$ cat src/verilog/mul16_pkg.sv
/*
 * Shared widths and word types for the pipelined 16x16 unsigned
 * multiplier. Operands split into bytes, four quarter products are
 * formed and summed by two 32-bit carry-lookahead adders.
 */
package mul16_pkg;

  // Operand and product widths
  localparam int OPERAND_W = 16;
  localparam int HALF_W    = OPERAND_W / 2;
  localparam int PRODUCT_W = 2 * OPERAND_W;

  // One 8x8 quarter product
  localparam int PP_W = 2 * HALF_W;

  // Lookahead grouping of the 32-bit adder
  localparam int CLA_GROUP_W = 4;
  localparam int CLA_GROUPS  = PRODUCT_W / CLA_GROUP_W;

  // Full multiplier operand
  typedef logic [OPERAND_W-1:0] operand_t;

  // High or low byte of an operand
  typedef logic [HALF_W-1:0] half_t;

  // Quarter product of two operand bytes
  typedef logic [PP_W-1:0] pp_t;

  // Full product, also the adder word
  typedef logic [PRODUCT_W-1:0] product_t;

endpackage

$ cat src/verilog/array_mult8.sv
/*
 * Exact 8x8 unsigned carry-save array multiplier.
 * AND plane, rows of half and full adders in carry-save form,
 * and a final ripple row for the upper byte.
 */
`timescale 1ns/10ps

module array_mult8 import mul16_pkg::*; (
  input  half_t a,
  input  half_t b,
  output pp_t   p
);

  // AND plane, row i holds a & b[i]
  logic [HALF_W-1:0] pp_bit [HALF_W];

  // Sum and carry vectors leaving each adder row
  logic [HALF_W-1:0] s_row [HALF_W];
  logic [HALF_W-2:0] c_row [1:HALF_W-1];

  always_comb begin
    for (int i = 0; i < HALF_W; i++) begin
      pp_bit[i] = a & {HALF_W{b[i]}};
    end
  end

  always_comb begin
    logic x;
    logic y;
    logic z;

    s_row[0] = pp_bit[0];

    // First row has no incoming carries, half adders only
    for (int j = 0; j < HALF_W - 1; j++) begin
      x = s_row[0][j+1];
      z = pp_bit[1][j];
      s_row[1][j] = x ^ z;
      c_row[1][j] = x & z;
    end
    s_row[1][HALF_W-1] = pp_bit[1][HALF_W-1];

    // Full adder rows, carries saved into the next row
    for (int i = 2; i < HALF_W; i++) begin
      for (int j = 0; j < HALF_W - 1; j++) begin
        x = s_row[i-1][j+1];
        y = c_row[i-1][j];
        z = pp_bit[i][j];
        s_row[i][j] = x ^ y ^ z;
        c_row[i][j] = (x & y) | (x & z) | (y & z);
      end
      s_row[i][HALF_W-1] = pp_bit[i][HALF_W-1];
    end
  end

  always_comb begin
    logic x;
    logic y;
    logic rc;

    // Low byte falls out of the array one bit per row
    for (int i = 0; i < HALF_W; i++) begin
      p[i] = s_row[i][0];
    end

    // Upper byte, ripple over the last sum and carry vectors
    rc = 1'b0;
    for (int j = 0; j < HALF_W - 1; j++) begin
      x = s_row[HALF_W-1][j+1];
      y = c_row[HALF_W-1][j];
      p[HALF_W+j] = x ^ y ^ rc;
      rc = (x & y) | (rc & (x ^ y));
    end
    p[PP_W-1] = rc;
  end

endmodule

$ cat src/verilog/cla_group4.sv
/*
 * 4-bit carry-lookahead group.
 * Forms the internal carries from the group carry-in and
 * produces the group's sum bits.
 */
`timescale 1ns/10ps

module cla_group4 import mul16_pkg::*; (
  input  logic [CLA_GROUP_W-1:0] p,
  input  logic [CLA_GROUP_W-1:0] g,
  input  logic                   c_in,
  output logic [CLA_GROUP_W-1:0] sum
);

  logic [CLA_GROUP_W-1:0] c;

  // Carry into each bit, all taken straight from c_in
  assign c[0] = c_in;
  assign c[1] = g[0] | (p[0] & c_in);
  assign c[2] = g[1] | (p[1] & g[0]) | (p[1] & p[0] & c_in);
  assign c[3] = g[2] | (p[2] & g[1]) | (p[2] & p[1] & g[0]) |
                (p[2] & p[1] & p[0] & c_in);

  assign sum = p ^ c;

endmodule

$ cat src/verilog/cla_adder32.sv
/*
 * 32-bit two-level carry-lookahead adder.
 * Eight 4-bit groups, group carries from a second lookahead level.
 * Carry-in is zero and no carry-out is produced.
 */
`timescale 1ns/10ps

module cla_adder32 import mul16_pkg::*; (
  input  product_t a,
  input  product_t b,
  output product_t sum
);

  product_t p;
  product_t g;

  // Group terms, the top group needs none with no carry out
  logic [CLA_GROUPS-2:1] grp_p;
  logic [CLA_GROUPS-2:0] grp_g;

  // Carry into each group
  logic [CLA_GROUPS-1:0] grp_c;

  assign p = a ^ b;
  assign g = a & b;

  for (genvar k = 0; k < CLA_GROUPS - 1; k++) begin : g_terms
    // Bottom group has no carry-in to propagate
    if (k > 0) begin : g_prop
      assign grp_p[k] = &p[k*CLA_GROUP_W +: CLA_GROUP_W];
    end
    assign grp_g[k] = g[k*CLA_GROUP_W+3] |
                      (p[k*CLA_GROUP_W+3] & g[k*CLA_GROUP_W+2]) |
                      (p[k*CLA_GROUP_W+3] & p[k*CLA_GROUP_W+2] &
                       g[k*CLA_GROUP_W+1]) |
                      (p[k*CLA_GROUP_W+3] & p[k*CLA_GROUP_W+2] &
                       p[k*CLA_GROUP_W+1] & g[k*CLA_GROUP_W]);
  end

  // Second level, each carry is a flat OR of generate terms
  always_comb begin
    logic term;
    logic carry;

    grp_c[0] = 1'b0;
    for (int k = 1; k < CLA_GROUPS; k++) begin
      carry = 1'b0;
      for (int j = 0; j < k; j++) begin
        term = grp_g[j];
        for (int m = j + 1; m < k; m++) begin
          term = term & grp_p[m];
        end
        carry = carry | term;
      end
      grp_c[k] = carry;
    end
  end

  for (genvar k = 0; k < CLA_GROUPS; k++) begin : g_group
    cla_group4 i_group (
      .p    (p[k*CLA_GROUP_W +: CLA_GROUP_W]),
      .g    (g[k*CLA_GROUP_W +: CLA_GROUP_W]),
      .c_in (grp_c[k]),
      .sum  (sum[k*CLA_GROUP_W +: CLA_GROUP_W])
    );
  end

endmodule

$ cat src/verilog/partial_product_stage.sv
/*
 * First pipeline stage of the 16x16 multiplier.
 * Splits the operands into bytes, forms the four quarter
 * products and registers them with the valid strobe.
 */
`timescale 1ns/10ps

module partial_product_stage import mul16_pkg::*; (
  input  logic     clk,
  input  logic     rst_n,
  input  logic     in_valid,
  input  operand_t a,
  input  operand_t b,
  output logic     pp_valid,
  output pp_t      pp_ll,
  output pp_t      pp_lh,
  output pp_t      pp_hl,
  output pp_t      pp_hh
);

  half_t a_lo;
  half_t a_hi;
  half_t b_lo;
  half_t b_hi;

  pp_t ll;
  pp_t lh;
  pp_t hl;
  pp_t hh;

  assign a_lo = a[HALF_W-1:0];
  assign a_hi = a[OPERAND_W-1:HALF_W];
  assign b_lo = b[HALF_W-1:0];
  assign b_hi = b[OPERAND_W-1:HALF_W];

  array_mult8 i_mult_ll (.a(a_lo), .b(b_lo), .p(ll));
  array_mult8 i_mult_lh (.a(a_lo), .b(b_hi), .p(lh));
  array_mult8 i_mult_hl (.a(a_hi), .b(b_lo), .p(hl));
  array_mult8 i_mult_hh (.a(a_hi), .b(b_hi), .p(hh));

  always_ff @(posedge clk) begin
    if (!rst_n) begin
      pp_valid <= 1'b0;
    end else begin
      pp_valid <= in_valid;
    end
  end

  // Quarter products load only with a new operation
  always_ff @(posedge clk) begin
    if (in_valid) begin
      pp_ll <= ll;
      pp_lh <= lh;
      pp_hl <= hl;
      pp_hh <= hh;
    end
  end

endmodule

$ cat src/verilog/product_sum_stage.sv
/*
 * Second pipeline stage of the 16x16 multiplier.
 * Aligns the quarter products, sums them with two lookahead
 * adders and registers the product.
 */
`timescale 1ns/10ps

module product_sum_stage import mul16_pkg::*; (
  input  logic     clk,
  input  logic     rst_n,
  input  logic     pp_valid,
  input  pp_t      pp_ll,
  input  pp_t      pp_lh,
  input  pp_t      pp_hl,
  input  pp_t      pp_hh,
  output logic     out_valid,
  output product_t product
);

  product_t word_llhh;
  product_t word_lh;
  product_t word_hl;
  product_t mid_sum;
  product_t full_sum;

  // High and low quarters do not overlap, so they share one word
  assign word_llhh = {pp_hh, pp_ll};
  assign word_lh   = {{HALF_W{1'b0}}, pp_lh, {HALF_W{1'b0}}};
  assign word_hl   = {{HALF_W{1'b0}}, pp_hl, {HALF_W{1'b0}}};

  cla_adder32 i_add_lh (.a(word_llhh), .b(word_lh), .sum(mid_sum));
  cla_adder32 i_add_hl (.a(mid_sum), .b(word_hl), .sum(full_sum));

  always_ff @(posedge clk) begin
    if (!rst_n) begin
      out_valid <= 1'b0;
    end else begin
      out_valid <= pp_valid;
    end
  end

  always_ff @(posedge clk) begin
    if (pp_valid) begin
      product <= full_sum;
    end
  end

endmodule

$ cat src/verilog/mul16u_pipe.sv
/*
 * Pipelined 16x16 unsigned multiplier, two register stages.
 * Product appears with out_valid two cycles after in_valid.
 */
`timescale 1ns/10ps

module mul16u_pipe import mul16_pkg::*; (
  input  logic     clk,
  input  logic     rst_n,
  input  logic     in_valid,
  input  operand_t a,
  input  operand_t b,
  output logic     out_valid,
  output product_t product
);

  logic pp_valid;
  pp_t  pp_ll;
  pp_t  pp_lh;
  pp_t  pp_hl;
  pp_t  pp_hh;

  partial_product_stage i_pp_stage (
    .clk      (clk),
    .rst_n    (rst_n),
    .in_valid (in_valid),
    .a        (a),
    .b        (b),
    .pp_valid (pp_valid),
    .pp_ll    (pp_ll),
    .pp_lh    (pp_lh),
    .pp_hl    (pp_hl),
    .pp_hh    (pp_hh)
  );

  product_sum_stage i_sum_stage (
    .clk       (clk),
    .rst_n     (rst_n),
    .pp_valid  (pp_valid),
    .pp_ll     (pp_ll),
    .pp_lh     (pp_lh),
    .pp_hl     (pp_hl),
    .pp_hh     (pp_hh),
    .out_valid (out_valid),
    .product   (product)
  );

endmodule

$ cat config.mk
export PLATFORM = sky130hd
export DESIGN_NAME = mul16u_pipe
export DESIGN_NICKNAME = d
export VERILOG_FILES = /design/src/verilog/mul16_pkg.sv /design/src/verilog/array_mult8.sv /design/src/verilog/cla_group4.sv /design/src/verilog/cla_adder32.sv /design/src/verilog/partial_product_stage.sv /design/src/verilog/product_sum_stage.sv /design/src/verilog/mul16u_pipe.sv
export SDC_FILE = /design/constraint.sdc
export NUM_CORES = 1
export LEC_CHECK = 0
export BUFFER_PORTS_ARGS = -buffer_cell sky130_fd_sc_hd__buf_2
export CELL_PAD_IN_SITES_DETAIL_PLACEMENT = 1
export CELL_PAD_IN_SITES_GLOBAL_PLACEMENT = 1
export CORE_ASPECT_RATIO = 1.1
export CORE_MARGIN = 2
export CORE_UTILIZATION = 45
export CTS_CLUSTER_DIAMETER = 30
export DETAILED_ROUTE_END_ITERATION = 12
export PLACE_DENSITY = 0.84
export SYNTH_ARGS = -nofsm -noshare
export SYNTH_HDL_FRONTEND = slang
export SYNTH_SLANG_ARGS = --single-unit
$ cat constraint.sdc
create_clock -name clk -period 13.2 [get_ports clk]
set_clock_uncertainty 0.05 [all_clocks]
set_input_delay 1.32 -clock clk [delete_from_list [all_inputs] [get_ports clk]]
set_output_delay 1.32 -clock clk [all_outputs]
set_load 0.02 [all_outputs]
==> reports/qor.yml, run 1 <==
grt.overflow.total: 0
timing.fmax_ghz: 0.126
ant_nets: 0
drive_gt1_share_pct: 8.71
reg2reg_depth: 16
drv_cap: 0
ios: 68
hold_viol: 0
layout.nets: 1355
cp_max_fo: 16
numPortBuffers: 67
initial_core_util_pct: 46.1
critical_path.startpoint_type: "input port"
drtIter0Drc: 244
rsz0062_at_grt: "no"
post_cts_resized: 0
use_met3_pct: 2.02
die_area_um2: 25600
synthCells: 1004
ys_types: 37
yosysMostFrequentCell: "inv_1"
async_flop_share_pct: 0
insertion_delay_ps: 350
cpPeakStageDelay_ps: 540
routedWlPerCell_um: 18.4
synthTopCellsByCount: "inv_1 (227), fa_1 (200), and2_1 (158), nand2_1 (109), edfxtp_1 (96)"
worstPathArrival_ps: 7980
max-slew-margin-rel_pct: 41.6
crit_cells: 20
core_area_um2: 23800
crit_required_ps: 13230
leakage_nw: 5.53
power_density_nw_per_um2: 222
num_rows: 59
cts_setup_buffers: 0
grt_pass1_vias: 7998
fillers: 2602
die_y_um: 168
timing.final.ws_setup_ps: 5250
yosysTopAreaCellShare_pct: 36.5
place_hpwl_mm: 20.1
ys_top_cells_by_area: "fa_1 (37%), edfxtp_1 (26%), and2_1 (9.0%)"
min_path_cells: 0
grt_max_degree: 66
die_w_um: 153
clockBufferDepth: 2
clk_pin_slew_worst_paths_ps: 70
grt_util_all_layers_pct: 20.4
hold_buffers: 0
via_count: 6951
min_period_ps: 7950
cts-root-buf: "clkbuf_16"
wl_mm: 25.1
ys_warn_count: 0
holdWs_ps: 378
n_antenna_cell: 0
end_kind: "flop"
via_per_inst: 5.11
use_met1_pct: 24.9
synth_seq_area_share_pct: 26.7
setup_tns_ps: 0
drt_pass1_iterations: 4
numCtsBuffers: 9
critical-path-top-delay-family: "adder cells"
path_cells: "buf_2, and2_1, ha_1, inv_1, fa_1, inv_1, fa_1, fa_1, fa_1, fa_1, inv_1, fa_1, inv_1, ha_1, fa_1, fa_1, fa_1, fa_1, fa_1, fa_1"
clkSinkCount: 98
netlist_area_um2: 11000
crit_type: "in2reg"
drc_errors: 0
cpMaxStageDelayCell: "fa_1"
grt_use_met2_pct: 38.0
synthToLayoutAreaGrowth_pct: 8.47
outcome: "complete, no violations"
dp_slack_ps: 4880
antenna_found_initial: 0
cts_tree: "built"
h-tree-depth: 3
synth_top_area_cell: "fa_1"
critPathBufInv: 5
grt.busiest_layer: "met2"
min_path_type: "reg2reg"
drv_slew: 0
vdd_ir_drop_max_mv: 0.101
yosys_register_bits: 98
finalSetupViolCount: 0
synth_flop_cell: "edfxtp_1"
avgSynthCellArea_um2: 10.9
gp_congestion: 0.803
crit_top_cell: "fa_1"
grt_pass1_wl_mm: 41.0
syn_nets: 1307
synth-edff-count: 96
tightest_slew_ps: 876
fin_crit_sh_pct: 60.2
[power by group]
part           internal [mW]  switching (mW)  leakage [nW]
clock network          0.166           0.119         0.156
logic                  0.722           0.996          4.44
registers              0.587          0.0520         0.941
[stage by stage]
stage          std cells  area [µm²]  power, mW  utilization [%]
6_report            1361       11900       2.64             50.0
5_1_grt             1361       11900       2.89             50.0
4_1_cts             1361       11900       2.67             50.0
3_5_place_dp        1346       11600       2.36             48.7
3_3_place_gp        1346       11600       2.20             48.7
2_1_floorplan       1004       11000       1.85                -
[area by class of cell]
type | instances | area (µm²) | area share [%]
Timing Repair Buffer | 69 | 350 | 2.95
Tap cell | 305 | 382 | 3.21
Clock buffer | 9 | 225 | 1.89
Inverter | 227 | 852 | 7.16
Sequential cell | 98 | 2920 | 24.6
Clock inverter | 6 | 91.3 | 0.768
Multi-Input combinational cell | 647 | 7070 | 59.4
[placed cells by master, fill, tap and decap left out, types with 4 or more instances in the layout]
cell / instances
nor3_1: 4
nand4_1: 4
buf_2: 67
fa_1: 200
a21o_1: 4
inv_1: 227
xor2_1: 14
nand2_1: 109
nor2_1: 15
ha_1: 68
o21a_1: 7
o21bai_1: 4
clkbuf_16: 9
a21oi_1: 11
and2_1: 158
a211oi_1: 6
edfxtp_1: 96
xnor2_1: 13
o21ai_0: 6
[sequential cells by signal (all words and copies together) (netlist names)]
name,cells
i_pp_stage.pp_hh,16
i_pp_stage.pp_hl,16
i_pp_stage.pp_lh,16
i_pp_stage.pp_ll,16
i_pp_stage.pp_valid,1
i_sum_stage.out_valid,1
i_sum_stage.product,32
[cells by family (layout without fill, tap and decap cells)]
kind of cell,count (synthesis),count (layout),share of synthesized area [%]
flip-flops,98,98,26.7
AND/OR/NAND/NOR,301,301,14.5
AO/OA/AOI/OAI,50,50,3.45
buffers and inverters,259,311,8.87
adder cells (fa/ha/maj),269,269,44.4
XOR/XNOR,27,27,2.16
[worst paths after layout]
| check | startpoint | end | slack (ps) |
|---|---|---|---|
| setup / recovery | b[8] | i_pp_stage.pp_lh[14]$_DFFE_PP_ | 5250 |
| hold / removal | i_pp_stage.pp_ll[2]$_DFFE_PP_ | i_sum_stage.product[2]$_DFFE_PP_ | 380 |
| setup reg to reg | i_pp_stage.pp_lh[1]$_DFFE_PP_ | i_sum_stage.product[27]$_DFFE_PP_ | 8470 |
| hold reg to reg | i_pp_stage.pp_ll[2]$_DFFE_PP_ | i_sum_stage.product[2]$_DFFE_PP_ | 380 |
[routing by layer]
| metal | routed length, µm | vias to the layer above |
|---|---|---|
| li1 | - | 3125 |
| met1 | 10400 | 3668 |
| met2 | 13600 | 124 |
| met3 | 525 | 34 |
| met4 | 539 | 0 |
| met5 | 0 | - |
[worst register-to-register path, delay by kind of cell (launching register included)]
kind / cells / cell delay, ps
AOI/OAI and AO/OA: 7 / 1750
adders and majority gates: 4 / 1560
DFF: 1 / 430
and+or+nand+nor: 3 / 400
xor gates and xnor gates: 2 / 310
No activity file was read; power rests on OpenSTA's default activity.
==> run 2, diff against run 1 <==
==> constraint.sdc (replaced) <==
create_clock -name clk -period 8.3 [get_ports clk]
set_clock_uncertainty 0.05 [all_clocks]
set_input_delay 0.83 -clock clk [delete_from_list [all_inputs] [get_ports clk]]
set_output_delay 0.83 -clock clk [all_outputs]
set_load 0.02 [all_outputs]
==> run 2 against run 1 <==
Flip-flop and latch count did not move. Sequential share of layout area barely moved. Sequential power rose by 60%. Hold slack improved by 2.2 ps. Power rose by 59%. Die area did not move. Largest cell class unchanged.
==> reports/qor.yml, run 2 (same netlist as run 1, synthesis figures left out) <==
outcome: "complete, no violations"
fillers: 2631
tightest_slew_ps: 873
leakage_nw: 5.54
timing.fmax_ghz: 0.134
numPortBuffers: 67
reg2reg_depth: 16
post_cts_resized: 0
ant_nets: 0
swShare_pct: 44.1
critical_path.startpoint_type: "input port"
vdd_ir_drop_max_mv: 0.166
cpMaxStageDelayCell: "fa_1"
postLayoutCellArea_um2: 11900
reg2reg_from: "i_pp_stage.pp_lh[4]$_DFFE_PP_"
worstHoldEndpoint: "i_sum_stage.product[4]$_DFFE_PP_"
die_area_um2: 25600
pwr-share-comb_pct: 65.0
p_int_mw: 2.35
setup_tns_ps: 0
worstPathArrival_ps: 7510
finalSetupViolCount: 0
hold_buffers: 0
num_rows: 59
routedWlPerCell_um: 18.3
drv_cap: 0
ios: 68
initial_core_util_pct: 46.1
final_common_cell: "inv_1"
p_sw_mw: 1.86
min_period_ps: 7480
fin_crit_sh_pct: 90.1
ff_latch_area_um2: 2920
max-slew-margin-rel_pct: 41.8
via_per_inst: 5.03
rsz0062_at_grt: "no"
antenna_found_initial: 0
h-tree-depth: 3
drv_slew: 0
drive_gt1_share_pct: 8.87
crit_required_ps: 8330
grt_max_degree: 66
power_density_nw_per_um2: 353
crit_top_cell: "fa_1"
insertion_delay_ps: 350
multi_input_area_um2: 7070
core_area_um2: 23800
cp_max_fo: 16
r2r_setup_slack_ps: 3650
clockBufferDepth: 2
via_count: 6861
clockPowerShare_pct: 10.8
grt_pass1_vias: 7943
hold_viol: 0
utilization_pct: 50.1
grt.overflow.total: 0
min_path_type: "reg2reg"
clk_pin_slew_worst_paths_ps: 70
die_y_um: 168
r2r_end: "i_sum_stage.product[27]$_DFFE_PP_"
cpPeakStageDelay_ps: 550
end_kind: "flop"
drc_errors: 0
drtIter0Drc: 327
worstHoldStart: "i_pp_stage.pp_ll[4]$_DFFE_PP_"
gp_congestion: 0.818
crit_type: "in2reg"
die_w_um: 153
cts_tree: "built"
cts-root-buf: "clkbuf_16"
largest_register_ff_count: 32
numCtsBuffers: 9
grt_pass1_wl_mm: 41.5
n_antenna_cell: 0
largest_register: "i_sum_stage.product"
layout.nets: 1358
synthToLayoutAreaGrowth_pct: 8.67
p_seq_share_pct: 24.1
path_cells: "buf_2, and2_1, ha_1, inv_1, fa_1, inv_1, fa_1, fa_1, fa_1, fa_1, inv_1, fa_1, inv_1, ha_1, fa_1, fa_1, fa_1, fa_1, fa_1, fa_1"
most-common-layout-cells: "inv_1 (227), fa_1 (200), and2_1 (158)"
place_hpwl_mm: 19.9
min_path_cells: 0
grt_util_all_layers_pct: 20.6
drt_pass1_iterations: 4
cts_setup_buffers: 0
wl_mm: 25.0
clkSinkCount: 98
detailed_place.area_um2: 11600
## run 2: power groups by stage
stage	sequential, mW	combinational [mW]	clock, mW
4_1_cts	1.02	2.78	0.463
5_1_grt	1.03	3.10	0.478
3_5_place_dp	1.03	2.73	0
3_3_place_gp	1.01	2.50	0
6_report	1.02	2.74	0.455
2_1_floorplan	1.07	1.86	0
## run 2: final cells by class
| class | count | share of cell area, % |
|---|---|---|
| clock inverter | 7 | 0.766 |
| tap | 305 | 3.20 |
| multi-input combinational | 647 | 59.3 |
| inverter | 227 | 7.15 |
| sequential | 98 | 24.5 |
| clock buffer | 9 | 1.89 |
| timing repair buffer | 72 | 3.13 |
## run 2: worst max-delay path by stage
stage,startpoint,end,depth (start not counted)
3_5_place_dp,b[8],i_pp_stage.pp_hh[14]$_DFFE_PP_,20
6_report,a[15],i_pp_stage.pp_hh[14]$_DFFE_PP_,20
4_1_cts,b[8],i_pp_stage.pp_hh[14]$_DFFE_PP_,20
2_1_floorplan,a[7],i_pp_stage.pp_lh[14]$_DFFE_PP_,20
5_1_grt,b[8],i_pp_stage.pp_hh[14]$_DFFE_PP_,20
3_3_place_gp,b[8],i_pp_stage.pp_lh[14]$_DFFE_PP_,20
## run 2: critical path, delay by kind of cell
family / cells / cell delay, ps
adder cells (fa/ha/maj): 14 / 5970
AND/OR/NAND/NOR: 1 / 190
buffers and inverters: 5 / 500
## run 2: routing by layer
metal / global-route usage (%) / share of wire, % / routed length (µm) / vias to the layer above
li1: - / - / - / 3123
met1: 24.5 / 40 / 9930 / 3593
met2: 39.9 / 56 / 14000 / 119
met3: 1.68 / 2.9 / 718 / 26
met4: 5.11 / 1.6 / 409 / 0
met5: 0 / 0 / 0 / -
## run 2: per-stage QoR
step / setup slack (ps) / cells / hold WS, ps / total power, mW
5_1_grt: 615 / 1365 / 381 / 4.61
2_1_floorplan: 868 / 1004 / 350 / 2.94
4_1_cts: 763 / 1365 / 381 / 4.26
6_report: 822 / 1365 / 380 / 4.21
3_3_place_gp: 647 / 1349 / 350 / 3.51
3_5_place_dp: 380 / 1349 / 356 / 3.76
